File: src/logic/lspPkg.sv
`default_nettype none

package lspPkg;

	////////////////////////////////////////////////////////////
	// Scratch memory geometry
	////////////////////////////////////////////////////////////

	localparam int dataWidth = 16;
	localparam int addrWidth = 11;

	////////////////////////////////////////////////////////////
	// LSP history layout
	////////////////////////////////////////////////////////////

	// Coefficients per vector (M)
	localparam int lpcOrder = 10;
	// History rows (MA_NP)
	localparam int maNp = 4;

	// Address fields below the block base
	localparam int elemBits = 4;
	localparam int rowBits = 2;

	// One history row is one 16-word slot
	localparam int rowStride = 16;

	////////////////////////////////////////////////////////////
	// Basic operator codes
	////////////////////////////////////////////////////////////

	localparam logic opAdd = 1'b0;
	localparam logic opSub = 1'b1;

	// Accepted start to done pulse, in cycles
	localparam int updateLatency = 42;

endpackage

`default_nettype wire
File: src/logic/lspPrevUpdate.sv
`default_nettype none

module lspPrevUpdate
(
	input  wire logic                          clk,
	input  wire logic                          rstN,

	// Start handshake and status
	input  wire logic                          startValid,
	output      logic                          startReady,
	output      logic                          busy,
	output      logic                          done,
	input  wire logic                          hostGrant,

	// Block bases
	input  wire logic [lspPkg::addrWidth-1:0]  freqPrevBase,
	input  wire logic [lspPkg::addrWidth-1:0]  lspEleBase,

	// Memory access through the arbiter
	input  wire logic [lspPkg::dataWidth-1:0]  memRdData,
	output      logic                          engRdEn,
	output      logic [lspPkg::addrWidth-1:0]  engRdAddr,
	output      logic                          engWrEn,
	output      logic [lspPkg::addrWidth-1:0]  engWrAddr,
	output      logic [lspPkg::dataWidth-1:0]  engWdata,

	// Shared operator unit
	input  wire logic [lspPkg::dataWidth-1:0]  opResult,
	input  wire logic                          opOverflow,
	output      logic [lspPkg::dataWidth-1:0]  opA,
	output      logic [lspPkg::dataWidth-1:0]  opB,
	output      logic                          opSel
);

	localparam int aw = lspPkg::addrWidth;
	localparam int dw = lspPkg::dataWidth;
	localparam int eb = lspPkg::elemBits;
	localparam int rb = lspPkg::rowBits;

	// Phases 0..maNp-2 move rows down and the last phase inserts lsp_ele
	localparam logic [rb-1:0] lastPhase = rb'(lspPkg::maNp - 1);
	localparam logic [rb-1:0] topSrcRow = rb'(lspPkg::maNp - 2);
	localparam logic [eb-1:0] lastElem = eb'(lspPkg::lpcOrder - 1);

	logic           rdActive;
	logic [rb-1:0]  phase;
	logic [eb-1:0]  elemIdx;
	logic [rb-1:0]  srcRow;
	logic [aw-1:0]  srcAddr;
	logic [aw-1:0]  dstAddr;
	logic           wrValid;
	logic [aw-1:0]  wrAddrQ;
	logic           startFire;
	logic           lastRead;

	////////////////////////////////////////////////////////////
	// Start and status
	////////////////////////////////////////////////////////////

	// Host request in the same cycle wins
	assign startReady = !busy && !hostGrant;
	assign startFire  = startValid && startReady;

	// Read phase plus the trailing write
	assign busy = rdActive || wrValid;

	assign lastRead = (phase == lastPhase) && (elemIdx == lastElem);

	always_ff @(posedge clk or negedge rstN)
	begin
		if (!rstN)
		begin
			rdActive <= 1'b0;
			phase    <= '0;
			elemIdx  <= '0;
		end
		else if (startFire)
		begin
			rdActive <= 1'b1;
			phase    <= '0;
			elemIdx  <= '0;
		end
		else if (rdActive)
		begin
			if (elemIdx == lastElem)
			begin
				elemIdx <= '0;
				phase   <= phase + 1'b1;
			end
			else
			begin
				elemIdx <= elemIdx + 1'b1;
			end
			if (lastRead)
				rdActive <= 1'b0;
		end
	end

	////////////////////////////////////////////////////////////
	// Address generation
	////////////////////////////////////////////////////////////

	assign srcRow = topSrcRow - phase;

	always_comb
	begin
		if (phase == lastPhase)
		begin
			srcAddr = {lspEleBase[aw-1:eb], elemIdx};
			// lsp_ele always lands in row 0
			dstAddr = {freqPrevBase[aw-1:rb+eb], {rb{1'b0}}, elemIdx};
		end
		else
		begin
			srcAddr = {freqPrevBase[aw-1:rb+eb], srcRow, elemIdx};
			dstAddr = opResult[aw-1:0];
		end
	end

	// Next row down is one stride further
	assign opA   = {{(dw-aw){1'b0}}, srcAddr};
	assign opB   = dw'(lspPkg::rowStride);
	assign opSel = lspPkg::opAdd;

	assign engRdEn   = rdActive;
	assign engRdAddr = srcAddr;

	////////////////////////////////////////////////////////////
	// Write stage
	////////////////////////////////////////////////////////////

	// Pairs the destination with the read data of the next cycle
	always_ff @(posedge clk or negedge rstN)
	begin
		if (!rstN)
		begin
			wrValid <= 1'b0;
			done    <= 1'b0;
		end
		else
		begin
			wrValid <= rdActive;
			done    <= wrValid && !rdActive;
		end
	end

	always_ff @(posedge clk)
	begin
		wrAddrQ <= dstAddr;
	end

	assign engWrEn   = wrValid;
	assign engWrAddr = wrAddrQ;
	assign engWdata  = memRdData;

	////////////////////////////////////////////////////////////
	// Checks
	////////////////////////////////////////////////////////////

	assert property (@(posedge clk) disable iff (!rstN) busy |-> !opOverflow)
		else $error("address arithmetic overflowed during update");

	// Done follows every start at the fixed latency
	assert property (@(posedge clk) disable iff (!rstN)
		startFire |-> ##(lspPkg::updateLatency) done)
		else $error("done missing at fixed latency after start");

endmodule

`default_nettype wire

File: config.mk
export PLATFORM = sky130hd
export DESIGN_NAME = lspPrevUpdate
export DESIGN_NICKNAME = d
export VERILOG_FILES = /design/src/logic/lspPkg.sv /design/src/logic/lspPrevUpdate.sv
export SDC_FILE = /design/constraint.sdc
export NUM_CORES = 1
export LEC_CHECK = 0
export ABC_AREA = 1
export ABC_CLOCK_PERIOD_IN_PS = 1500
export BUFFER_PORTS_ARGS = -buffer_cell sky130_fd_sc_hd__buf_4
export CAP_MARGIN = 20
export CORE_MARGIN = 2
export CORE_UTILIZATION = 31
export DETAILED_ROUTE_END_ITERATION = 6
export HOLD_SLACK_MARGIN = 0.06
export PLACE_DENSITY_LB_ADDON = 0.12
export SETUP_SLACK_MARGIN = 0.3
export SLEW_MARGIN = 20
export SYNTH_ARGS = -nofsm -noshare
export SYNTH_HDL_FRONTEND = slang
export SYNTH_SLANG_ARGS = --single-unit
export TNS_END_PERCENT = 50
File: constraint.sdc
create_clock -name clk -period 1.5 [get_ports clk]
set_clock_uncertainty 0.1 [all_clocks]
set_input_delay 0.3 -clock clk [delete_from_list [all_inputs] [get_ports clk]]
set_output_delay 0.3 -clock clk [all_outputs]
set_load 0.03 [all_outputs]
==> run_results.csv <==
group,metric,value,unit
layout,antennaDiodeCount,0,
worst_setup_path,critPathTopFamily,"flip-flops",
run_status,violations,"setup timing",
placement,post_dp_cell_area,1690,µm²
placement,gp_congestion,0.860,
worst_setup_path,setup.worst_path.end_class,"output port",
logic_synthesis,netlist_area,1270,µm²
routing,drtAntennaViolNets,0,
layout,final_cell_mix,"buf_4, buf_6, conb_1, nand2_1",
worst_setup_path,cp-start-kind,"flop",
floorplanning,core,3970,µm²
worst_setup_path,r2r_setup_slack,0.17,ns
timing,rsz0062_at_grt,"yes",
routing,drtIter0Drc,20,
cts,cts_tree,"yes",
timing,fin_ws,-0.225,ns
timing,fmax,580,MHz
power,irDropWorstVdd,0.578,mV
layout,regArea,452,µm²
cts,clk_latency,0.26,ns
routing,drc,0,
layout,fin_nets,286,
timing,maxSlewViolCount,0,
worst_setup_path,path_max_fanout,7,
worst_setup_path,worstPathArrival,1.32,ns
cts,cts_made_buffers,3,
cts,cts_buffer_depth,2,
floorplanning,chipHeight,68.0,µm
power,cellLeakagePower,1.07,nW
worst_setup_path,endpoint,"engRdAddr[9]",
worst_setup_path,critPathMaxStageDelay,0.41,ns
global_route,grt_first_pass_wirelength,4.61,mm
run_status,status,"finished, violations left",
cts,htreeDepth,1,
worst_setup_path,critPathKind,"flop to output port",
global_route,grt.overflow.total,0,
timing,fin_crit,1.72,ns
worst_setup_path,crit-reg2reg-launch,"engRdEn",
layout,instances_no_fill,272,
global_route,grt.total_usage,13.5,%
global_route,antenna_found_initial,0,
placement,portBuffers,64,
floorplanning,dieArea,4620,µm²
worst_setup_path,crit_start,"phase[1]",
logic_synthesis,synth_cell_types,19,
floorplanning,io_pins,135,
worst_setup_path,critPathBufInv,2,
routing,viasPerCell,4.16,
floorplanning,fp-row-count,23,
layout,area_growth,66.3,%
timing,period_share,115,%
worst_setup_path,cp.depth,4,
job,cap_viol_max_count,0,
layout,multi_input_area,649,µm²
cts,cts.root.buffer_cell,"clkbuf_8",
logic_synthesis,syn_inst,161,
timing,hold_viol_final,0,
routing,drt_wl_total,3.31,mm
routing,dr.pass1.iters,4,
worst_setup_path,r2r_cells,8,
logic_synthesis,ys_seq_area_share,35.1,%
layout,mostFrequentLayoutCell,"buf_4",
worst_hold_path,hold_class,"primary input to flop",
placement,place_inst,249,
global_route,grt_pass1_vias,996,
layout,drive_above_1_share,58.1,%
layout,final_core_util,53.1,%
routing,wl_per_cell,12.2,µm
logic_synthesis,syn_avg_cell_area,7.88,µm²
routing,vias,1132,
power,pwr_density_cell,1130,nW/µm²
worst_setup_path,crit_chain,"ha_4, buf_12, o21ai_4, buf_6",
logic_synthesis,ys_ff_latch,20,
worst_setup_path,reg2reg_to,"elemIdx[3]",
placement,place_hpwl,2.32,mm
floorplanning,start_util,31.9,%
logic_synthesis,yosys_warnings,0,
cts,clk_pin_slew,0.08,ns
global_route,grt_max_degree,19,
cts,clkSinkCount,20,
timing,setup_viol,14,
layout,post-route-cell-area,2110,µm²
worst_setup_path,critPathRequiredTime,1.10,ns
worst_setup_path,cp_slowest_cell,"dfrtp_1",
layout,fill_cells,391,
floorplanning,die_w,68.0,µm
==> per-layer routing <==
layer	GRT usage, %	share of wire (%)
met1	14.4	38
met2	24.2	50
met3	5.10	11
met4	4.50	0.97
met5	0	0
==> flip-flops by register name, indices dropped and copies added, names as in the netlist <==
register,count
engRdEn,1
done,1
engWrEn,1
phase,2
elemIdx,4
engWrAddr,11
==> tightest hold or removal path: stages <==
cell    delay, ns
buf_4        0.07
inv_1        0.03
nor2_1       0.06
==> cell type report <==
cell class / count / share of cell area [%]
repair buffers: 87 / 37.9
clock inverters: 1 / 1.42
inverters: 18 / 3.56
clock buffers: 3 / 1.96
multi-input cells: 93 / 30.8
flip-flops and latches: 20 / 21.4
well taps: 50 / 2.97
==> through the flow <==
stage	setup TNS, ns	hold slack, ns	setup WS (ns)	total power, mW
after detailed placement	-0.541	0.0269	-0.0646	1.54
after global routing	-3.82	0.129	-0.283	2.51
after global placement	-0.284	0.0268	-0.0446	1.53
after CTS	-3.11	0.129	-0.237	2.34
final	-2.93	0.137	-0.225	2.38
after floorplan	-0.606	-0.0956	-0.0905	1.41
==> synth_stat cells <==
cell	number	share of area, %
inv_1	14	4.1
ha_1	4	3.9
buf_2	2	0.79
buf_4	49	29
nand4_1	3	1.5
o21ai_0	12	4.7
conb_1	2	0.59
nor2_1	5	1.5
o211ai_1	1	0.59
nand2_1	29	8.6
nand2_2	1	0.49
dfxtp_1	11	17
nand3_1	4	1.6
xor2_1	1	0.69
nand3_2	1	0.79
o21ai_1	8	3.2
nand4_4	1	1.7
dfrtp_1	9	18
inv_2	4	1.2
==> where the power goes <==
group | switching [mW] | leakage (nW) | internal, mW
combinational | 0.625 | 0.833 | 0.497
clock | 0.187 | 0.0357 | 0.356
sequential | 0.100 | 0.201 | 0.610
==> worst min-delay path by stage <==
| stage | slack, ns | to | from | cells past startpoint |
|---|---|---|---|---|
| floorplan | -0.1 | done | rstN | 0 |
| global placement | 0.03 | done | rstN | 1 |
| detailed placement | 0.03 | done | rstN | 1 |
| CTS | 0.13 | engWrAddr[0] | opResult[0] | 3 |
| global route | 0.13 | engWrAddr[9] | opResult[9] | 3 |
| finish | 0.14 | engWrAddr[5] | opResult[5] | 3 |
==> cells by family (layout without fill, tap and decap cells) <==
logic type / Yosys count / in the layout / share of synthesized area (%)
compound gates: 21 / 21 / 8.48
buf+inv: 69 / 109 / 35.1
simple gates: 44 / 45 / 16.1
flops: 20 / 20 / 35.1
other cells: 2 / 22 / 0.592
xor+xnor: 1 / 1 / 0.690
fa+ha+maj: 4 / 4 / 3.94
==> timing repair <==
item                                    in CTS  in global routing
pin swaps                                   19                 11
cloned                                       0                  1
gates resized for setup                     52                  1
hold buffers                                 1                  0
setup buffers                               11                  6
hold endpoints to repair                     9                  0
endpoints found under the setup margin      45                 45
No activity file was read; power rests on OpenSTA's default activity.
