$ cat config.mk
export PLATFORM = sky130hd
export DESIGN_NAME = memPortArbiter
export DESIGN_NICKNAME = d
export VERILOG_FILES = /design/src/logic/lspPkg.sv /design/src/logic/memPortArbiter.sv
export SDC_FILE = /design/constraint.sdc
export NUM_CORES = 1
export LEC_CHECK = 0
export ABC_CLOCK_PERIOD_IN_PS = 1300
export BUFFER_PORTS_ARGS = -buffer_cell sky130_fd_sc_hd__buf_2
export CAP_MARGIN = 0
export CORE_AREA = 2 2 57 59
export DETAILED_ROUTE_END_ITERATION = 16
export DIE_AREA = 0 0 59 61
export PLACE_DENSITY = 0.81
export SYNTH_ARGS = -nofsm -noshare
export SYNTH_HDL_FRONTEND = slang
export SYNTH_SLANG_ARGS = --single-unit
$ cat constraint.sdc
create_clock -name clk -period 1.3 [get_ports clk]
set_input_delay 0.26 -clock clk [delete_from_list [all_inputs] [get_ports clk]]
set_output_delay 0.26 -clock clk [all_outputs]
set_load 0.01 [all_outputs]
$ cat src/logic/lspPkg.sv
`default_nettype none

package lspPkg;

	////////////////////////////////////////////////////////////
	// Scratch memory geometry
	////////////////////////////////////////////////////////////

	localparam int dataWidth = 16;
	localparam int addrWidth = 11;

	////////////////////////////////////////////////////////////
	// LSP history layout
	////////////////////////////////////////////////////////////

	// Coefficients per vector (M)
	localparam int lpcOrder = 10;
	// History rows (MA_NP)
	localparam int maNp = 4;

	// Address fields below the block base
	localparam int elemBits = 4;
	localparam int rowBits = 2;

	// One history row is one 16-word slot
	localparam int rowStride = 16;

	////////////////////////////////////////////////////////////
	// Basic operator codes
	////////////////////////////////////////////////////////////

	localparam logic opAdd = 1'b0;
	localparam logic opSub = 1'b1;

	// Accepted start to done pulse, in cycles
	localparam int updateLatency = 42;

endpackage

`default_nettype wire
$ cat src/logic/memPortArbiter.sv
`default_nettype none

module memPortArbiter
(
	input  wire logic                          clk,
	input  wire logic                          rstN,

	// Host request side
	input  wire logic                          hostValid,
	input  wire logic                          hostWrite,
	input  wire logic [lspPkg::addrWidth-1:0]  hostAddr,
	input  wire logic [lspPkg::dataWidth-1:0]  hostWdata,
	output      logic                          hostReady,
	output      logic                          hostGrant,
	output      logic                          rdValid,
	output      logic [lspPkg::dataWidth-1:0]  rdData,

	// Engine side
	input  wire logic                          busy,
	input  wire logic                          engRdEn,
	input  wire logic [lspPkg::addrWidth-1:0]  engRdAddr,
	input  wire logic                          engWrEn,
	input  wire logic [lspPkg::addrWidth-1:0]  engWrAddr,
	input  wire logic [lspPkg::dataWidth-1:0]  engWdata,

	// Memory side
	input  wire logic [lspPkg::dataWidth-1:0]  memRdData,
	output      logic                          memWrEn,
	output      logic [lspPkg::addrWidth-1:0]  memWrAddr,
	output      logic [lspPkg::dataWidth-1:0]  memWrData,
	output      logic [lspPkg::addrWidth-1:0]  memRdAddr
);

	logic rdPending;

	////////////////////////////////////////////////////////////
	// Host handshake
	////////////////////////////////////////////////////////////

	// Host waits for the whole update
	assign hostReady = !busy;
	assign hostGrant = hostValid && hostReady;

	////////////////////////////////////////////////////////////
	// Port muxes
	////////////////////////////////////////////////////////////

	always_comb
	begin
		if (busy)
		begin
			memWrEn   = engWrEn;
			memWrAddr = engWrAddr;
			memWrData = engWdata;
		end
		else
		begin
			memWrEn   = hostGrant && hostWrite;
			memWrAddr = hostAddr;
			memWrData = hostWdata;
		end
	end

	// Read address follows the engine only while it is reading
	assign memRdAddr = (busy && engRdEn) ? engRdAddr : hostAddr;

	// Fixed one cycle read latency, no back-pressure
	always_ff @(posedge clk or negedge rstN)
	begin
		if (!rstN)
			rdPending <= 1'b0;
		else
			rdPending <= hostGrant && !hostWrite;
	end

	assign rdValid = rdPending;
	assign rdData  = memRdData;

	// Engine write and granted host write must never collide
	assert property (@(posedge clk) disable iff (!rstN)
		!(engWrEn && hostGrant && hostWrite))
		else $error("memory write from host and engine in the same cycle");

endmodule

`default_nettype wire

==> impl_metrics.toml, run 1 <==
[cells_and_area]
insertedDiodeCount = 0
synthToLayoutAreaGrowth_pct = 107
layout.filler_cells = 287
layout.cells.non_filler = 195
largest_register_ff_count = 1
post_route_cells_drive_above_1_share_pct = 95.1
finalNetCount = 252

[logic_synthesis]
yosys.area_share.simple_pct = 2.62
muxShareOfSynthArea_pct = 68.8
yosysTopAreaCellShare_pct = 50.7
synth_top_cells_by_area = "sky130_fd_sc_hd__mux2_2, sky130_fd_sc_hd__buf_4, sky130_fd_sc_hd__mux2_1, sky130_fd_sc_hd__dfrtp_1, sky130_fd_sc_hd__buf_2"
syn_avg_cell_area_um2 = 9.72
yosysMostFrequentCell = "sky130_fd_sc_hd__mux2_2"
combinational_family_with_the_most_area_after_synthesis = "multiplexers"
synthArstFlopShare_pct = 100
synth-xor-area-share_pct = 0
synth-adder-area-share_pct = 0
yosys_reg_bits = 1
post_synth_instance_area_um2 = 622
count_of_unique_library_cells_instantiated_by_yosys = 9
synth.cells.most_frequent = "sky130_fd_sc_hd__mux2_2, sky130_fd_sc_hd__buf_4, sky130_fd_sc_hd__mux2_1"
yosys_warnings = 0
synth_edf_count = 0
synth_sequential_area_ratio_pct = 4.02
ys_dominant_reg_cell = "sky130_fd_sc_hd__dfrtp_1"
synth_cells = 64
synth_top_cell_by_area = "sky130_fd_sc_hd__mux2_2"
mappedNetlistNets = 152
synth-compound-area-share_pct = 1.41

[timing]
worst_pin_slew_ns = 0.138
setup-violations-final = 0
max_clock_freq_ghz = 0.779
hold-worst-slack_ns = 0.0358
final_critical_path_setup_slack_ns = 0.0160
final.period_utilization_pct = 98.8
max_slew_margin_pct = 90.8
rsz0062_at_grt = "true"
tns_ns = 0
timing.final.max_slew_violations = 0
timing.final.hold_violations = 0
finalWorstPathRequiredPeriod_ns = 1.28

[global_route]
grt_antenna_before_repair = 0
number_of_global_route_vias_before_repair = 772
grtUsageTotal_pct = 12.4
grt_overflow = 0
grt_pass1_wl_um = 3360
grt_max_degree = 16

[critical_path]
crit_fanout = 15
end_kind = "output port"
crit_arrival_ns = 1.02
cp-start-kind = "input pin"
crit_required_ns = 1.04
worst-setup-path-type = "input pin to output port"

[run_status]
result_of_the_run = "finished, final reports clean"

[detailed_routing]
ant_nets = 0
total_via_count_in_the_routed_design = 903
detail_route.first_pass.iterations = 4
detail_routed_via_count_per_cell = 4.63
detailedRoute.firstIterationViolations = 14
drt_drc_violations_left = 0
drt_wl_total_um = 2850
routed_wire_length_per_instance_um = 14.6

[power]
share_of_total_power_consumed_by_net_switching_pct = 36.9
p_total_mw = 0.509
power.ir.vdd_worst_uv = 134
p_sw_mw = 0.188
internal_power_mw = 0.321
static-leakage-power_nw = 0.739
clock_network_fraction_of_design_power_pct = 0
p_per_area_mw_per_mm2 = 395
p_seq_share_pct = 6.5
combinationalPowerShare_pct = 93.5

[placement]
place.gp.congestion = 0.812
port-buffer-count = 113
placement.setup.worst_slack_ns = -0.0578
dp.final_hpwl_um = 2280
placed_cells_incl_taps = 193

[clock_tree]
path_clk_slew_ns = 0
postCtsSetupRepairBufs = 0

[floorplan]
placeableCoreArea_mm2 = 0.00295
fp-row-count = 20
floorplan.initialDensity_pct = 21.1
chipHeight_um = 61
die_area_mm2 = 0.00360
fp.dieW_um = 59
floorplan.io_pins = 146

[worst_hold_path]
min_path_type = "input pin to async pin"

[flow_run]
cap_viol_max_count = 0
-- routing by layer --
layer  share of wire (%)  vias up  global-route usage, %  wire length, um
met1                  32      395                   10.6              899
li1                    -      410                      -                -
met5                   0        -                      0                0
met4                   0        0                      0                0
met2                  54       98                   29.2             1550
met3                  14        0                   2.77              399
-- critical path, cell delays in order --
cell,delay (ns)
sky130_fd_sc_hd__buf_8,0.11
sky130_fd_sc_hd__buf_12,0.15
sky130_fd_sc_hd__mux2_2,0.35
sky130_fd_sc_hd__buf_2,0.14
-- cell usage in the layout (no fill, tap or decap) --
cell and count:
sky130_fd_sc_hd__buf_6 6, sky130_fd_sc_hd__buf_16 2, sky130_fd_sc_hd__dfrtp_1 1, sky130_fd_sc_hd__inv_1 1, sky130_fd_sc_hd__nand2_8 1, sky130_fd_sc_hd__buf_4 1, sky130_fd_sc_hd__nor2b_1 2, sky130_fd_sc_hd__mux2_1 3
sky130_fd_sc_hd__mux2_2 26, sky130_fd_sc_hd__buf_8 1, sky130_fd_sc_hd__buf_2 106, sky130_fd_sc_hd__mux2_4 9, sky130_fd_sc_hd__a22o_1 1, sky130_fd_sc_hd__buf_12 2
-- worst paths after layout --
kind	from	to	cells after the start
worst max-delay path	busy	memWrData[7]	4
worst min-delay path	rstN	rdValid	1
max in group asynchronous	rstN	rdValid	1
min in group clk	hostWrite	rdValid	2
-- timing repair --
item | in CTS | in global routing
pin swaps | 1 | 1
endpoints found under the setup margin | 38 | 21
gates cloned | 2 | 0
gates resized for setup | 19 | 6
hold buffers | 0 | 0
endpoints found under the hold margin | 0 | 0
-- power groups by stage --
| stage | sequential (mW) | clock (mW) | combinational (mW) |
|---|---|---|---|
| final | 0.0331 | 0 | 0.476 |
| after global routing | 0.0332 | 0 | 0.507 |
| after CTS | 0.0331 | 0 | 0.469 |
| after detailed placement | 0.0331 | 0 | 0.403 |
| after global placement | 0.0331 | 0 | 0.398 |
| after floorplan | 0.0338 | 0 | 0.233 |
-- cells by family after synthesis --
logic type / Yosys count
buffers and inverters: 21
AO/OA/AOI/OAI: 1
flip-flops: 1
AND/OR/NAND/NOR: 3
multiplexers: 38
-- per-stage QoR --
step / cell area, um2 / util, %
finish: 1290 / 43.6
global route: 1290 / 43.6
CTS: 1270 / 42.9
detailed placement: 1140 / 38.5
global placement: 1140 / 38.5
floorplan: 622 / -
-- final cells by class --
class                      instances  area, um2  area share [%]
inverter                           1       3.75           0.291
multi-input combinational         42        503            39.0
tap                               33       41.3            3.20
timing repair buffer             118        716            55.5
sequential                         1       25.0            1.94
No activity file was read; power rests on OpenSTA's default activity.
==> run 2, diff against run 1 <==
- CORE_AREA: 2 2 57 59 -> not set
- CORE_MARGIN: not set -> 10
- CORE_UTILIZATION: not set -> 23
- DIE_AREA: 0 0 59 61 -> not set
- PLACE_DENSITY: 0.81 -> 0.87
- RECOVER_POWER: not set -> 100
==> run 2 against run 1 <==
Net effect:
- via count shrank 2.9%
- final area grew 0.58%
- sequential power about the same
- routed wire length increased by 37%
- core utilization up 7.7 points
- die area grew 44%
- worst hold slack got worse by 0.0015 ns
- critical path depth grew 1
- final cell count is 2.1% lower
- fmax rose by 0.27%
- global-route usage rose by 0.28 points
- highest routed layer is now met4
==> impl_metrics.toml, run 2 (synthesis results as in run 1) <==
[timing]
final.period_utilization_pct = 98.5
worst_pin_slew_ns = 0.151
final_critical_path_setup_slack_ns = 0.0195
rsz0062_at_grt = "false"
finalWorstPathRequiredPeriod_ns = 1.28
timing.final.hold_violations = 0
setup-violations-final = 0
max_slew_margin_pct = 90.0
max_clock_freq_ghz = 0.781
timing.final.max_slew_violations = 0

[floorplan]
placeableCoreArea_mm2 = 0.00252
fp.dieW_um = 72.0
floorplan.initialDensity_pct = 24.7
die_area_mm2 = 0.00518
chipHeight_um = 72.0
fp-row-count = 18
floorplan.io_pins = 146

[cells_and_area]
finalNetCount = 251
synthToLayoutAreaGrowth_pct = 108
most_frequent_cells_in_the_layout = "sky130_fd_sc_hd__buf_2, sky130_fd_sc_hd__mux2_2, sky130_fd_sc_hd__clkbuf_2"
final_common_cell = "sky130_fd_sc_hd__buf_2"
post-route-util_pct = 51.4
insertedDiodeCount = 0
largest_register_ff_count = 1
finalInstanceArea_mm2 = 0.00130
post_route_cells_drive_above_1_share_pct = 93.2

[power]
power.ir.vdd_worst_uv = 257
p_per_area_mw_per_mm2 = 402
static-leakage-power_nw = 0.737

[clock_tree]
cts.hold.buffers_added = 0
postCtsSetupRepairBufs = 0
path_clk_slew_ns = 0

[placement]
dp.final_hpwl_um = 3410
place.gp.congestion = 0.763
placement.setup.worst_slack_ns = -0.0670
post_dp_cell_area_mm2 = 0.00112
port-buffer-count = 113

[global_route]
grt_max_degree = 31
number_of_global_route_vias_before_repair = 1015
grtUsageTotal_pct = 12.7
grt_overflow = 0
grt_pass1_wl_um = 5410
grt_antenna_before_repair = 0

[flow_run]
cap_viol_max_count = 0

[worst_hold_path]
min_path_type = "input pin to async pin"

[detailed_routing]
detail_route.first_pass.iterations = 4
detailedRoute.firstIterationViolations = 31
drt_wl_total_um = 3910
drt_drc_violations_left = 0
routed_wire_length_per_instance_um = 20.4
ant_nets = 0
detail_routed_via_count_per_cell = 4.59
total_via_count_in_the_routed_design = 877

[critical_path]
crit_arrival_ns = 1.02
worst-setup-path-type = "input pin to output port"
cp-start-kind = "input pin"
crit_required_ns = 1.04
crit_fanout = 5
crit_path_start = "busy"
end_kind = "output port"

[run_status]
result_of_the_run = "finished, final reports clean"
-- run 2: cell types whose count changed in the layout (fill, tap and decap cells not counted), sizes merged --
| cell | previous run | this run |
|---|---|---|
| buf | 118 | 102 |
| clkbuf | 0 | 15 |
-- run 2: layout make-up --
cell class	count	area, um2
Inverter	1	3.75
Timing Repair Buffer	117	721
Tap cell	30	37.5
Multi-Input combinational cell	42	509
Sequential cell	1	25.0
Fill cell	253	1230
-- run 2: worst max-delay path: stages --
cell and delay (ns):
sky130_fd_sc_hd__buf_8 0.11, sky130_fd_sc_hd__nand2_8 0.08, sky130_fd_sc_hd__buf_16 0.11, sky130_fd_sc_hd__mux2_1 0.30, sky130_fd_sc_hd__buf_2 0.15
-- run 2: worst max-delay path by stage --
stage	cells past startpoint	to	slack, ns
finish	5	memRdAddr[4]	0.02
global route	4	memWrData[7]	0.0003
CTS	4	memWrData[6]	-0.008
detailed placement	5	memRdAddr[10]	-0.07
global placement	5	memRdAddr[10]	-0.06
floorplan	3	memRdAddr[0]	0.13
-- run 2: timing repair --
item,CTS,global route
resized for setup,15,14
pin swaps,1,0
cloned,1,1
setup endpoints to repair,38,38
-- run 2: metal layers --
layer	up-vias	wire length (um)	track usage, %
li1	408	-	-
met1	385	1210	11.3
met2	82	1970	23.2
met3	2	702	9.80
met4	0	19	0.645
met5	-	0	0
-- run 2: per-stage QoR --
step	setup TNS (ns)	cells	hold slack, ns	power (mW)
3_3_place_gp	-1.15	189	0.0343	0.439
4_1_cts	-0.0278	190	0.0360	0.486
3_5_place_dp	-1.16	189	0.0357	0.445
2_1_floorplan	0	64	-0.0356	0.267
5_1_grt	0	191	0.0363	0.561
6_report	0	191	0.0344	0.522
-- run 2: report_power, final --
group	switching [mW]	internal, mW
Combinational	0.196	0.293
Sequential	0.000243	0.0329
Clock	0	0
Total	0.196	0.326
==> run 3, diff against run 2 <==
- REMOVE_ABC_BUFFERS: not set -> 1
==> run 3 against run 2 <==
Net effect:
- the run now ends with setup timing left
- sequential share of layout area about the same
- fmax decreased by 2.3%
- total power decreased by 0.96%
- via count decreased by 1.6%
- critical path type unchanged
- setup slack got worse by 0.030 ns
==> impl_metrics.toml, run 3 (synthesis results as in run 1) <==
[run_status]
result_of_the_run = "finished, violations left"
violations_in_the_final_reports = "setup timing"

[detailed_routing]
total_via_count_in_the_routed_design = 863
detail_routed_via_count_per_cell = 4.49
detail_route.first_pass.iterations = 2
routed_wire_length_per_instance_um = 21.3
drt_wl_total_um = 4090
drt_drc_violations_left = 0
ant_nets = 0
detailedRoute.firstIterationViolations = 10

[power]
clock_network_fraction_of_design_power_pct = 0
p_seq_share_pct = 6.4
static-leakage-power_nw = 0.730
power.ir.vdd_worst_uv = 241
p_per_area_mw_per_mm2 = 403
p_sw_mw = 0.197
share_of_total_power_consumed_by_net_switching_pct = 38.1
p_total_mw = 0.516
internal_power_mw = 0.320
combinationalPowerShare_pct = 93.6

[floorplan]
placeableCoreArea_mm2 = 0.00252
die_area_mm2 = 0.00518
fp-row-count = 18
floorplan.initialDensity_pct = 24.7
chipHeight_um = 72.0
fp.dieW_um = 72.0
floorplan.io_pins = 146

[cells_and_area]
post-route-util_pct = 50.8
largest_register_ff_count = 1
most_frequent_cells_in_the_layout = "sky130_fd_sc_hd__buf_2, sky130_fd_sc_hd__mux2_2, sky130_fd_sc_hd__clkbuf_2"
seqCellArea_um2 = 25.0
final_common_cell = "sky130_fd_sc_hd__buf_2"
synthToLayoutAreaGrowth_pct = 106
post_route_cells_drive_above_1_share_pct = 93.2
finalInstanceArea_mm2 = 0.00128
multi_input_gate_area_in_the_final_layout_um2 = 499
finalNetCount = 252
insertedDiodeCount = 0
layout.filler_cells = 255
layout.cells.non_filler = 192

[timing]
finalWorstPathRequiredPeriod_ns = 1.31
setup-violations-final = 5
max_slew_margin_pct = 90.1
rsz0062_at_grt = "true"
final_critical_path_setup_slack_ns = -0.0102
worst_pin_slew_ns = 0.149
timing.final.max_slew_violations = 0
timing.final.hold_violations = 0
hold-worst-slack_ns = 0.0341
max_clock_freq_ghz = 0.763
final.period_utilization_pct = 101
tns_ns = -0.0233

[critical_path]
crit_fanout = 6
crit_slowest_cell = "sky130_fd_sc_hd__mux2_2"
crit_required_ns = 1.04
cp_top_family = "buffers and inverters"
worstSetupPathDepth = 5
critPathBufInv = 3
end_kind = "output port"
crit_path_max_incr_delay_ns = 0.34
worstPathCellList = "buf_8 > nand2_8 > buf_12 > mux2_2 > buf_6"
worst-setup-path-type = "input pin to output port"
crit_arrival_ns = 1.05
cp-start-kind = "input pin"

[global_route]
grt_overflow = 0
grt_max_degree = 16
grt_antenna_before_repair = 0
grtUsageTotal_pct = 14.3
grt_pass1_wl_um = 5930
number_of_global_route_vias_before_repair = 1133

[placement]
placement.setup.worst_slack_ns = -0.0705
place.gp.congestion = 0.737
post_dp_cell_area_mm2 = 0.00113
port-buffer-count = 113
placed_cells_incl_taps = 190
dp.final_hpwl_um = 3630

[flow_run]
cap_viol_max_count = 0

[clock_tree]
path_clk_slew_ns = 0

[worst_hold_path]
min_path_type = "input pin to async pin"
==> run 3: cell types whose count changed in the layout (fill, tap and decap cells not counted), sizes merged <==
cell    previous run  this run
clkbuf            15        19
buf              102        99
==> run 3: routing by layer <==
metal  wire (um)  vias up  track usage [%]
li1            -      411                -
met5           0        -                0
met4           0        0            0.860
met3         652        0             9.80
met2        2210       65             29.0
met1        1220      387             11.1
==> run 3: worst paths after layout <==
path / to / slack (ns) / start
min in group clk: rdValid / 0.44 / hostWrite
max: memRdAddr[10] / -0.01 / busy
min: rdValid / 0.03 / rstN
max in group asynchronous: rdValid / 1.18 / rstN
==> run 3: final cells by class <==
class | count | area share (%)
inverters | 1 | 0.293
multi-input cells | 42 | 39.0
flip-flops and latches | 1 | 1.95
well taps | 30 | 2.93
repair buffers | 118 | 55.9
==> run 3: power by group through the flow <==
stage                     sequential (mW)  combinational [mW]  clock [mW]
final                              0.0331               0.483           0
after detailed placement           0.0331               0.417           0
after global routing               0.0333               0.521           0
after CTS                          0.0331               0.471           0
after floorplan                    0.0338               0.167           0
after global placement             0.0331               0.407           0
==> run 3: timing repair <==
item                       in CTS  in global routing
setup endpoints to repair      38                 12
hold endpoints to repair        0                  0
hold buffers                    0                  0
gates resized for setup        16                  7
cloned                          2                  0
pin swaps                       1                  0
setup buffers                   0                  0
