## src/logic/lspPkg.sv

```systemverilog
`default_nettype none

package lspPkg;

	////////////////////////////////////////////////////////////
	// Scratch memory geometry
	////////////////////////////////////////////////////////////

	localparam int dataWidth = 16;
	localparam int addrWidth = 11;

	////////////////////////////////////////////////////////////
	// LSP history layout
	////////////////////////////////////////////////////////////

	// Coefficients per vector (M)
	localparam int lpcOrder = 10;
	// History rows (MA_NP)
	localparam int maNp = 4;

	// Address fields below the block base
	localparam int elemBits = 4;
	localparam int rowBits = 2;

	// One history row is one 16-word slot
	localparam int rowStride = 16;

	////////////////////////////////////////////////////////////
	// Basic operator codes
	////////////////////////////////////////////////////////////

	localparam logic opAdd = 1'b0;
	localparam logic opSub = 1'b1;

	// Accepted start to done pulse, in cycles
	localparam int updateLatency = 42;

endpackage

`default_nettype wire
```

## src/logic/basicOps.sv

```systemverilog
`default_nettype none

module basicOps
(
	input  wire logic [lspPkg::dataWidth-1:0]  opA,
	input  wire logic [lspPkg::dataWidth-1:0]  opB,
	input  wire logic                          opSel,
	output      logic [lspPkg::dataWidth-1:0]  opResult,
	output      logic                          opOverflow
);

	localparam int w = lspPkg::dataWidth;

	localparam logic [w-1:0] maxPos = {1'b0, {(w-1){1'b1}}};
	localparam logic [w-1:0] maxNeg = {1'b1, {(w-1){1'b0}}};

	// One guard bit above the sign
	logic [w:0] extA;
	logic [w:0] extB;
	logic [w:0] rawSum;

	assign extA = {opA[w-1], opA};
	assign extB = {opB[w-1], opB};

	assign rawSum = (opSel == lspPkg::opSub) ? (extA - extB) : (extA + extB);

	// Guard and sign differ when the true result leaves 16 bits
	assign opOverflow = rawSum[w] ^ rawSum[w-1];

	// Clamp toward the sign of the true result
	always_comb
	begin
		if (!opOverflow)
			opResult = rawSum[w-1:0];
		else if (rawSum[w])
			opResult = maxNeg;
		else
			opResult = maxPos;
	end

endmodule

`default_nettype wire

```

## config.mk

```make
export PLATFORM = sky130hd
export DESIGN_NAME = basicOps
export DESIGN_NICKNAME = d
export VERILOG_FILES = /design/src/logic/lspPkg.sv /design/src/logic/basicOps.sv
export SDC_FILE = /design/constraint.sdc
export NUM_CORES = 1
export LEC_CHECK = 0
export ABC_AREA = 1
export ABC_CLOCK_PERIOD_IN_PS = 3800
export BUFFER_PORTS_ARGS = -buffer_cell sky130_fd_sc_hd__buf_4
export CORE_UTILIZATION = 46
export DETAILED_ROUTE_END_ITERATION = 6
export PLACE_DENSITY = 0.83
export SETUP_SLACK_MARGIN = 0.05
export SLEW_MARGIN = 25
export SYNTH_ARGS = -nofsm -noshare
export SYNTH_HDL_FRONTEND = slang
export SYNTH_SLANG_ARGS = --single-unit
```

## constraint.sdc

```tcl
create_clock -name vclk -period 3.8
set_input_delay 0.76 -clock vclk [all_inputs]
set_output_delay 0.76 -clock vclk [all_outputs]
set_load 0.05 [all_outputs]
```

==> flow_metrics.py, run 1 <==
metrics = {
    "logic_synthesis": {
        "yosysTopAreaCellShare_pct": 22.9,
        "synthTopCellsByArea": "nand2_1, ha_1, inv_1",
        "avgSynthCellArea_um2": 5.53,
        "syn_area_um2": 1510,
        "synth_cells": 273,
        "ys_types": 33,
        "yosysWarnings": 0,
        "yosysTopAreaCell": "nand2_1",
        "syn-num-nets": 324,
        "ys_seq_area_share_pct": 0,
    },
    "floorplan": {
        "die_w_um": 59.3,
        "placementRows": 20,
        "ios": 50,
        "die_y_um": 59.3,
        "start_util_pct": 49.1,
    },
    "cts": {
        "hold_buffers": 0,
        "cts_resized": 72,
        "post_cts_buffers": 12,
    },
    "outcome": {
        "status": "stopped before the end",
        "error": "[ERROR DPL-0038] Utilization greater than 100%, impossible to legalize",
        "stop_stage": "4_1_cts",
    },
    "place": {
        "place.port_buffers": 50,
        "gp_congestion": 0.922,
        "dpl.hpwl_mm": 4.61,
    },
}
==> Yosys cell counts (2+ instances only) <==
library cell / n
xnor2_1: 10
buf_6: 2
inv_2: 5
nand2_2: 17
a21oi_1: 13
nor2_2: 2
and2_1: 2
nand2_1: 92
nand3_1: 12
xor2_1: 13
nand3_4: 2
ha_1: 17
o21bai_1: 3
a31oi_1: 2
nand3b_1: 2
o21ai_0: 7
nor2_1: 19
inv_1: 38
==> kinds of logic after synthesis <==
group | count (synthesis) | share of synthesized area [%]
and+or+nand+nor | 156 | 47.3
buffers and inverters | 46 | 12.4
AOI/OAI and AO/OA | 30 | 11.5
xor gates and xnor gates | 23 | 13.3
adders and majority gates | 18 | 15.4
==> through the flow <==
step	TNS (ns)	area, um2	setup slack [ns]	util [%]	instances
floorplan	0	1810	0.00393	-	273
global placement	-5.64	2740	-0.407	89.1	432
detailed placement	-7.21	2740	-0.504	89.1	432
==> run 2, diff against run 1 <==
ABC_CLOCK_PERIOD_IN_PS = 4940   (was 3800)
CORE_UTILIZATION = 31   (was 46)
PLACE_DENSITY = not set   (was 0.83)
PLACE_DENSITY_LB_ADDON = 0.15   (was not set)
SETUP_SLACK_MARGIN = not set   (was 0.05)
clock period = 4.94 ns   (was 3.8 ns; I/O delays follow)
==> run 2 against run 1 <==
  * The run now ends clean
  * Area after synthesis unchanged
  * Synthesized cell count unchanged
==> flow_metrics.py, run 2 <==
metrics = {
    "pwr": {
        "pwr-share-clk_pct": 0,
        "switching_share_pct": 66.6,
        "p_switching_w": 0.000427,
        "sequentialPowerShare_pct": 0,
        "peakVddDrop_v": 0.000162,
        "p_int_w": 0.000214,
        "power_density_nw_per_um2": 310,
        "combPwrFrac_pct": 100.0,
        "p_leak_nw": 1.16,
    },
    "cells_and_area": {
        "final_common_cell": "nand2_1",
        "post-route-cell-area_um2": 2070,
        "nFlopsAndLatches": 0,
        "fill_cells": 527,
        "layout_common_cells": "nand2_1, buf_4, inv_1",
        "n_antenna_cell": 0,
        "drive_gt1_share_pct": 27.5,
        "n_clock_buffer": 0,
        "multi_input_area_um2": 1430,
        "nets": 377,
        "fin_cells": 378,
        "ff_latch_area_um2": 0,
        "area_growth_pct": 36.9,
    },
    "logic_synthesis": {
        "synthTopCellsByArea": "nand2_1, ha_1, inv_1",
        "synth_cells": 273,
        "syn_area_um2": 1510,
        "synth_commonest_cells": "nand2_1, inv_1, nor2_1",
        "yosysTopAreaCell": "nand2_1",
        "ys_seq_area_share_pct": 0,
        "syn-num-nets": 324,
        "ys_types": 33,
        "avgSynthCellArea_um2": 5.53,
        "yosysWarnings": 0,
        "yosysTopAreaCellShare_pct": 22.9,
        "yosysMostFrequentCell": "nand2_1",
    },
    "floorplan": {
        "die_w_um": 71.8,
        "start_util_pct": 32.2,
        "ios": 50,
        "core_um2": 4690,
        "die_y_um": 71.8,
        "die-area_um2": 5150,
        "placementRows": 25,
    },
    "place": {
        "gp_congestion": 0.799,
        "dpl.hpwl_mm": 3.35,
        "place.port_buffers": 50,
        "place_area_um2": 1930,
        "placed_cells": 375,
    },
    "global_routing": {
        "grt_pass1_vias": 1423,
        "grt_pass1_wl_mm": 6.11,
        "grt_max_degree": 17,
        "antenna_found_initial": 0,
        "grt_overflow": 0,
        "grt_usage_pct": 14.1,
    },
    "worst_setup_path": {
        "cp_num_cells": 22,
        "crit_family": "simple AND/OR/NAND/NOR gates",
        "critPathKind": "in -> out",
        "start_kind": "input pin",
        "crit_path_start": "opB[0]",
        "crit_slowest_cell": "ha_1",
        "slowest_delay_ns": 0.34,
        "critPathBufInv": 5,
        "arrival_ns": 3.70,
        "path_common_cell": "nand2_1",
        "critical_path.cell_chain": "buf_4, inv_1, ha_1, nand2_2, nor2_4, nand2_1, nand2_2, o21ai_1, xnor2_1, ha_1, buf_4, nand2_1, inv_2, nand2_1, nand2_1, a21oi_4, nand3_4, nand2_4, nand3_4, nand2_1, nand2_1, buf_4",
        "path_max_fanout": 8,
        "endpoint": "opResult[12]",
        "crit_path_end_kind": "output pin",
        "crit_required_ns": 3.95,
    },
    "worst_hold_path": {
        "hold_path_class": "in -> out",
        "worstHoldStart": "opA[1]",
    },
    "outcome": {
        "status": "finished, final reports clean",
    },
    "drt": {
        "drc": 0,
        "dr.first_iter.drc_count": 69,
        "routed_via_density": 4.52,
        "firstDrtPassIters": 4,
        "wl_mm": 3.98,
        "antenna_left": 0,
        "route.vias.total": 1707,
        "post_drt_wl_per_cell_um": 10.5,
    },
    "flow_run": {
        "maxCapViolations": 0,
    },
    "sta": {
        "post-route-min-period_ns": 4.69,
        "min_period_over_period_pct": 94.8,
        "hold_viol": 0,
        "setup_viol": 0,
        "max-slew-margin-rel_pct": 68.7,
        "rsz0062_at_grt": "false",
        "timing_worst_slew_pin_value_ns": 0.465,
        "finalSetupTns_ns": 0,
        "max_freq_ghz": 0.213,
        "slew_violations": 0,
    },
}
==> run 2: cell counts after synthesis <==
No cell type changed its count.
==> run 2: layout make-up <==
class,instances,area share [%]
inverter,43,7.81
multi-input combinational,229,69.3
tap,54,3.27
timing repair buffer,52,19.6
==> run 2: routing by layer <==
layer | global-route usage, % | vias to the layer above | share of wire, %
met5 | 0 | - | 0
met4 | 0 | 0 | 0
met3 | 0.563 | 0 | 3.4
met2 | 23.6 | 37 | 46
met1 | 21.3 | 704 | 51
li1 | - | 966 | -
==> run 2: per-stage QoR <==
step,power (W),hold WS [ns],worst slack [ns],util [%]
4_1_cts,0.000600,2.53,0.118,41.2
3_3_place_gp,0.000596,2.53,0.174,41.2
5_1_grt,0.000691,2.56,0.00308,44.1
3_5_place_dp,0.000599,2.52,0.111,41.2
6_report,0.000641,2.52,0.255,44.1
2_1_floorplan,0.000449,2.43,0.430,-
==> run 2: how the worst min path moves through the flow <==
stage | to | slack [ns] | cells after the start
3_3_place_gp | opResult[0] | 2.53 | 6
3_5_place_dp | opResult[0] | 2.52 | 6
2_1_floorplan | opResult[0] | 2.43 | 4
5_1_grt | opResult[1] | 2.56 | 5
4_1_cts | opResult[0] | 2.53 | 6
6_report | opResult[1] | 2.52 | 5
==> run 2: cell families (layout without fill, tap and decap cells) <==
logic type                 Yosys count  count (layout)  share of synthesized area (%)
buffers and inverters               46              95                           12.4
AOI/OAI and AO/OA                   30              30                           11.5
and+or+nand+nor                    156             158                           47.3
xor gates and xnor gates            23              23                           13.3
adders and majority gates           18              18                           15.4
==> run 2: repair_timing <==
action	4_1_cts	5_1_grt
setup buffers	0	1
endpoints found under the setup margin	0	16
gates resized for setup	0	19
hold buffers	0	0
==> run 2: tightest hold or removal path: cells and delay by family <==
kind                       cells  cell delay [ns]
buffers and inverters          2             0.27
adders and majority gates      1             0.17
and+or+nand+nor                2             0.10
==> run 2: power groups by stage <==
stage / combinational (W) / sequential [W] / clock, W
after floorplan: 0.000449 / 0 / 0
after global placement: 0.000596 / 0 / 0
after detailed placement: 0.000599 / 0 / 0
after CTS: 0.000600 / 0 / 0
after global routing: 0.000691 / 0 / 0
final: 0.000641 / 0 / 0
(Power assumes the default switching activity.)
==> run 3, diff against run 2 <==
GPL_TIMING_DRIVEN = 0   (was not set)
PLACE_DENSITY_LB_ADDON = not set   (was 0.15)
==> run 3 against run 2 <==
  * Critical path type unchanged
  * Cell count up 1.1%
  * Fmax fell by 0.13%
  * Critical endpoint is now opResult[14]
  * First-iteration DRC count is 26% lower
  * Core utilization is 0.91 points higher
  * Hold slack lost 0.0080 ns
  * Die area did not move
==> flow_metrics.py, run 3 (synthesis results as in run 2) <==
metrics = {
    "worst_setup_path": {
        "crit_path_end_kind": "output pin",
        "crit_required_ns": 3.95,
        "path_max_fanout": 10,
        "arrival_ns": 3.70,
        "critPathKind": "in -> out",
        "start_kind": "input pin",
    },
    "pwr": {
        "power_density_nw_per_um2": 317,
        "p_leak_nw": 1.20,
        "switching_share_pct": 63.3,
        "pwr-share-clk_pct": 0,
        "sequentialPowerShare_pct": 0,
        "p_switching_w": 0.000424,
        "p_int_w": 0.000246,
        "combPwrFrac_pct": 100.0,
        "finalPower_w": 0.000669,
        "peakVddDrop_v": 0.000158,
    },
    "drt": {
        "dr.first_iter.drc_count": 51,
        "firstDrtPassIters": 4,
        "antenna_left": 0,
        "routed_via_density": 4.50,
        "wl_mm": 3.80,
        "post_drt_wl_per_cell_um": 9.96,
        "drc": 0,
        "route.vias.total": 1718,
    },
    "global_routing": {
        "grt_pass1_vias": 1507,
        "grt_usage_pct": 14.5,
        "grt_pass1_wl_mm": 6.32,
        "grt_overflow": 0,
        "grt_max_degree": 11,
        "antenna_found_initial": 0,
    },
    "outcome": {
        "status": "finished, final reports clean",
    },
    "floorplan": {
        "start_util_pct": 32.2,
        "die-area_um2": 5150,
        "placementRows": 25,
        "ios": 50,
        "die_y_um": 71.8,
        "die_w_um": 71.8,
        "core_um2": 4690,
    },
    "cells_and_area": {
        "nets": 381,
        "n_antenna_cell": 0,
        "nFlopsAndLatches": 0,
        "n_clock_buffer": 0,
        "fill_cells": 523,
        "area_growth_pct": 39.7,
        "drive_gt1_share_pct": 29.3,
        "final_common_cell": "nand2_1",
        "layout_common_cells": "nand2_1, buf_4, inv_1",
        "ff_latch_area_um2": 0,
        "utilization_pct": 45.0,
    },
    "sta": {
        "setup_viol": 0,
        "timing_worst_slew_pin_value_ns": 0.471,
        "hold_viol": 0,
        "timing.final.ws_setup_ns": 0.249,
        "max-slew-margin-rel_pct": 68.3,
        "finalSetupTns_ns": 0,
        "min_period_over_period_pct": 95.0,
        "slew_violations": 0,
        "max_freq_ghz": 0.213,
        "post-route-min-period_ns": 4.69,
    },
    "place": {
        "dpl.hpwl_mm": 3.34,
        "gp_congestion": 0.820,
        "place.port_buffers": 50,
        "dp_slack_ns": -0.00215,
    },
    "worst_hold_path": {
        "min_path_cells": 6,
        "whs_endpoint": "opResult[0]",
        "hold_path_class": "in -> out",
        "worstHoldStart": "opB[0]",
    },
    "cts": {
        "hold_buffers": 0,
    },
    "flow_run": {
        "maxCapViolations": 0,
    },
}
## run 3: cell types whose count changed in the layout (fill, tap and decap cells not counted), moves of 2 or more
cell / delta
nand2_2: +4
buf_4: -6
buf_6: +9
nand3_4: -3
nand2_4: -2
nand2_1: -2
a21oi_2: +3
a21oi_1: -2
## run 3: cell type report
type	count	area (um2)	area share (%)
inverters	43	161	7.65
well taps	54	67.6	3.20
multi-input cells	227	1380	65.2
plain buffers	3	30.0	1.42
repair buffers	55	475	22.5
## run 3: timing repair
item,CTS,global route
setup buffers,0,4
gates cloned,0,1
endpoints found under the setup margin,1,16
pin swaps,0,5
resized for setup,1,26
## run 3: stage by stage
| stage | hold slack, ns | area [um2] | std cells |
|---|---|---|---|
| after floorplan | 2.43 | 1510 | 273 |
| after global placement | 2.51 | 1950 | 377 |
| after detailed placement | 2.51 | 1950 | 377 |
| after CTS | 2.52 | 1960 | 377 |
| after global routing | 2.55 | 2110 | 382 |
| final | 2.52 | 2110 | 382 |
## run 3: power groups by stage
stage | clock (W) | combinational (W) | sequential (W)
2_1_floorplan | 0 | 0.000449 | 0
3_3_place_gp | 0 | 0.000605 | 0
3_5_place_dp | 0 | 0.000609 | 0
4_1_cts | 0 | 0.000611 | 0
5_1_grt | 0 | 0.000725 | 0
6_report | 0 | 0.000669 | 0
## run 3: worst max path at each step
stage,start,endpoint,slack [ns]
after global placement,opB[2],opResult[14],0.05
final,opB[1],opResult[14],0.25
after CTS,opB[2],opResult[6],0.007
after global routing,opB[2],opResult[10],-0.01
after floorplan,opB[1],opResult[10],0.43
after detailed placement,opB[2],opResult[12],-0.002
## run 3: metal layers
metal | wire (um) | up-vias | part of all wire, % | global-route usage, %
li1 | - | 969 | - | -
met1 | 1910 | 723 | 50 | 20.6
met2 | 1800 | 26 | 47 | 26.1
met3 | 94 | 0 | 2.5 | 0.281
met4 | 0 | 0 | 0 | 0
met5 | 0 | - | 0 | 0
## run 3: critical path: stages
cell,delay [ns]
buf_4,0.11
inv_1,0.06
ha_2,0.18
nand2_2,0.08
nor2_4,0.11
nand2_1,0.07
nand2_2,0.08
o21ai_1,0.10
a21oi_1,0.18
xor2_1,0.17
ha_1,0.32
nand2_2,0.12
inv_1,0.04
a21oi_1,0.13
nand2_1,0.10
a21oi_2,0.12
nand2_2,0.09
nand2_2,0.10
nand3_4,0.12
buf_6,0.17
nand2_1,0.06
buf_4,0.19
==> run 4, diff against run 3 <==
==> constraint.sdc (replaced) <==
create_clock -name vclk -period 4.94
set_input_delay 0.988 -clock vclk [all_inputs]
set_output_delay 0.988 -clock vclk [all_outputs]
set_load 0.01 [all_outputs]
==> run 4 against run 3 <==
  * Fmax is 0.87% higher
  * Cell count down 0.26%
  * Combinational power decreased by 33%
  * Worst setup slack improved by 0.041 ns
  * Core utilization shrank 1.7 points
  * Cell area shrank 3.7%
==> flow_metrics.py, run 4 (synthesis results as in run 2) <==
metrics = {
    "floorplan": {
        "start_util_pct": 32.2,
        "placementRows": 25,
        "ios": 50,
        "die_w_um": 71.8,
        "core_um2": 4690,
        "die-area_um2": 5150,
        "die_y_um": 71.8,
    },
    "sta": {
        "hold_viol": 0,
        "slew_violations": 0,
        "timing_worst_slew_pin_value_ns": 0.470,
        "rsz0062_at_grt": "false",
        "finalSetupTns_ns": 0,
        "max_freq_ghz": 0.215,
        "max-slew-margin-rel_pct": 68.3,
        "timing.hold.ws_ns": 2.47,
        "setup_viol": 0,
        "post-route-min-period_ns": 4.65,
        "min_period_over_period_pct": 94.1,
    },
    "place": {
        "gp_congestion": 0.820,
        "dpl.hpwl_mm": 3.34,
        "placed_cells": 377,
        "place.port_buffers": 50,
    },
    "global_routing": {
        "grt_usage_pct": 14.5,
        "use_met1_pct": 20.6,
        "grt_pass1_vias": 1507,
        "busiest_layer": "met2",
        "antenna_found_initial": 0,
        "grt_overflow": 0,
        "grt_max_degree": 11,
        "grt_pass1_wl_mm": 6.32,
        "use_met3_pct": 0.281,
        "gr-usage-met2_pct": 26.1,
    },
    "pwr": {
        "power_density_nw_per_um2": 219,
        "p_switching_w": 0.000240,
        "peakVddDrop_v": 0.0000649,
        "p_int_w": 0.000206,
        "combPwrFrac_pct": 100.0,
        "p_leak_nw": 1.17,
        "sequentialPowerShare_pct": 0,
        "switching_share_pct": 53.9,
        "pwr-share-clk_pct": 0,
    },
    "drt": {
        "wl_mm": 3.78,
        "route.vias.total": 1706,
        "antenna_left": 0,
        "drc": 0,
        "routed_via_density": 4.48,
        "post_drt_wl_per_cell_um": 9.91,
        "dr.first_iter.drc_count": 58,
        "firstDrtPassIters": 4,
    },
    "cells_and_area": {
        "layout_common_cells": "nand2_1, buf_4, inv_1",
        "ff_latch_area_um2": 0,
        "n_antenna_cell": 0,
        "multi_input_area_um2": 1370,
        "nFlopsAndLatches": 0,
        "drive_gt1_share_pct": 28.7,
        "nets": 380,
        "area_growth_pct": 34.5,
        "n_clock_buffer": 0,
        "fin_cells": 381,
        "final_common_cell": "nand2_1",
        "utilization_pct": 43.3,
        "fill_cells": 530,
    },
    "worst_setup_path": {
        "arrival_ns": 3.66,
        "critPathKind": "in -> out",
        "crit_required_ns": 3.95,
        "crit_path_end_kind": "output pin",
        "start_kind": "input pin",
        "path_max_fanout": 10,
    },
    "worst_hold_path": {
        "hold_path_class": "in -> out",
    },
    "flow_run": {
        "maxCapViolations": 0,
    },
    "outcome": {
        "status": "finished, final reports clean",
    },
    "cts": {
        "hold_buffers": 0,
    },
}
==> run 4: cell count changes in the layout (fill, tap and decap cells not counted) <==
cell	previous run	this run
buf_4	42	54
buf_6	13	1
clkbuf_16	1	0
ha_1	15	16
ha_2	1	0
nand2_2	19	20
nand2_4	1	0
==> run 4: final cells by class <==
class                      count  share of cell area, %
timing repair buffer          54                   20.0
tap                           54                   3.33
multi-input combinational    227                   67.3
inverter                      43                   7.94
buffer                         3                   1.48
==> run 4: critical path, cell delays in order <==
cell     delay [ns]
buf_4          0.12
inv_1          0.05
ha_1           0.17
nand2_2        0.09
nor2_4         0.13
nand2_1        0.08
nand2_2        0.09
o21ai_1        0.10
a21oi_1        0.18
xor2_1         0.17
ha_1           0.32
nand2_2        0.11
inv_1          0.04
a21oi_1        0.13
nand2_1        0.10
a21oi_2        0.13
nand2_2        0.09
nand2_2        0.10
nand3_4        0.11
buf_6          0.16
nand2_1        0.07
buf_4          0.11
==> run 4: final timing paths <==
check / startpoint / end / slack, ns / cells after the start
max: opB[0] / opResult[12] / 0.29 / 22
min: opB[0] / opResult[0] / 2.47 / 6
==> run 4: layer usage <==
metal / vias up / part of all wire [%] / wire length, um
met1: 713 / 50 / 1900
li1: 965 / - / -
met5: - / 0 / 0
met3: 0 / 3.1 / 118
met4: 0 / 0 / 0
met2: 28 / 47 / 1760
==> run 4: what timing repair did <==
action	CTS	global route
resized for setup	0	13
buffers inserted	0	4
setup endpoints to repair	0	16
==> run 4: stage by stage <==
step                      cell area (um2)  setup WS [ns]  power (W)
final                                2030          0.289   0.000445
after global routing                 2030        0.00302   0.000501
after CTS                            1950         0.0671   0.000432
after detailed placement             1950         0.0706   0.000431
after global placement               1950          0.104   0.000427
after floorplan                      1510          0.675   0.000277
==> run 4: power groups by stage <==
stage / registers, W / clock network (W) / logic, W
after floorplan: 0 / 0 / 0.000277
final: 0 / 0 / 0.000445
after global placement: 0 / 0 / 0.000427
after detailed placement: 0 / 0 / 0.000431
after CTS: 0 / 0 / 0.000432
after global routing: 0 / 0 / 0.000501
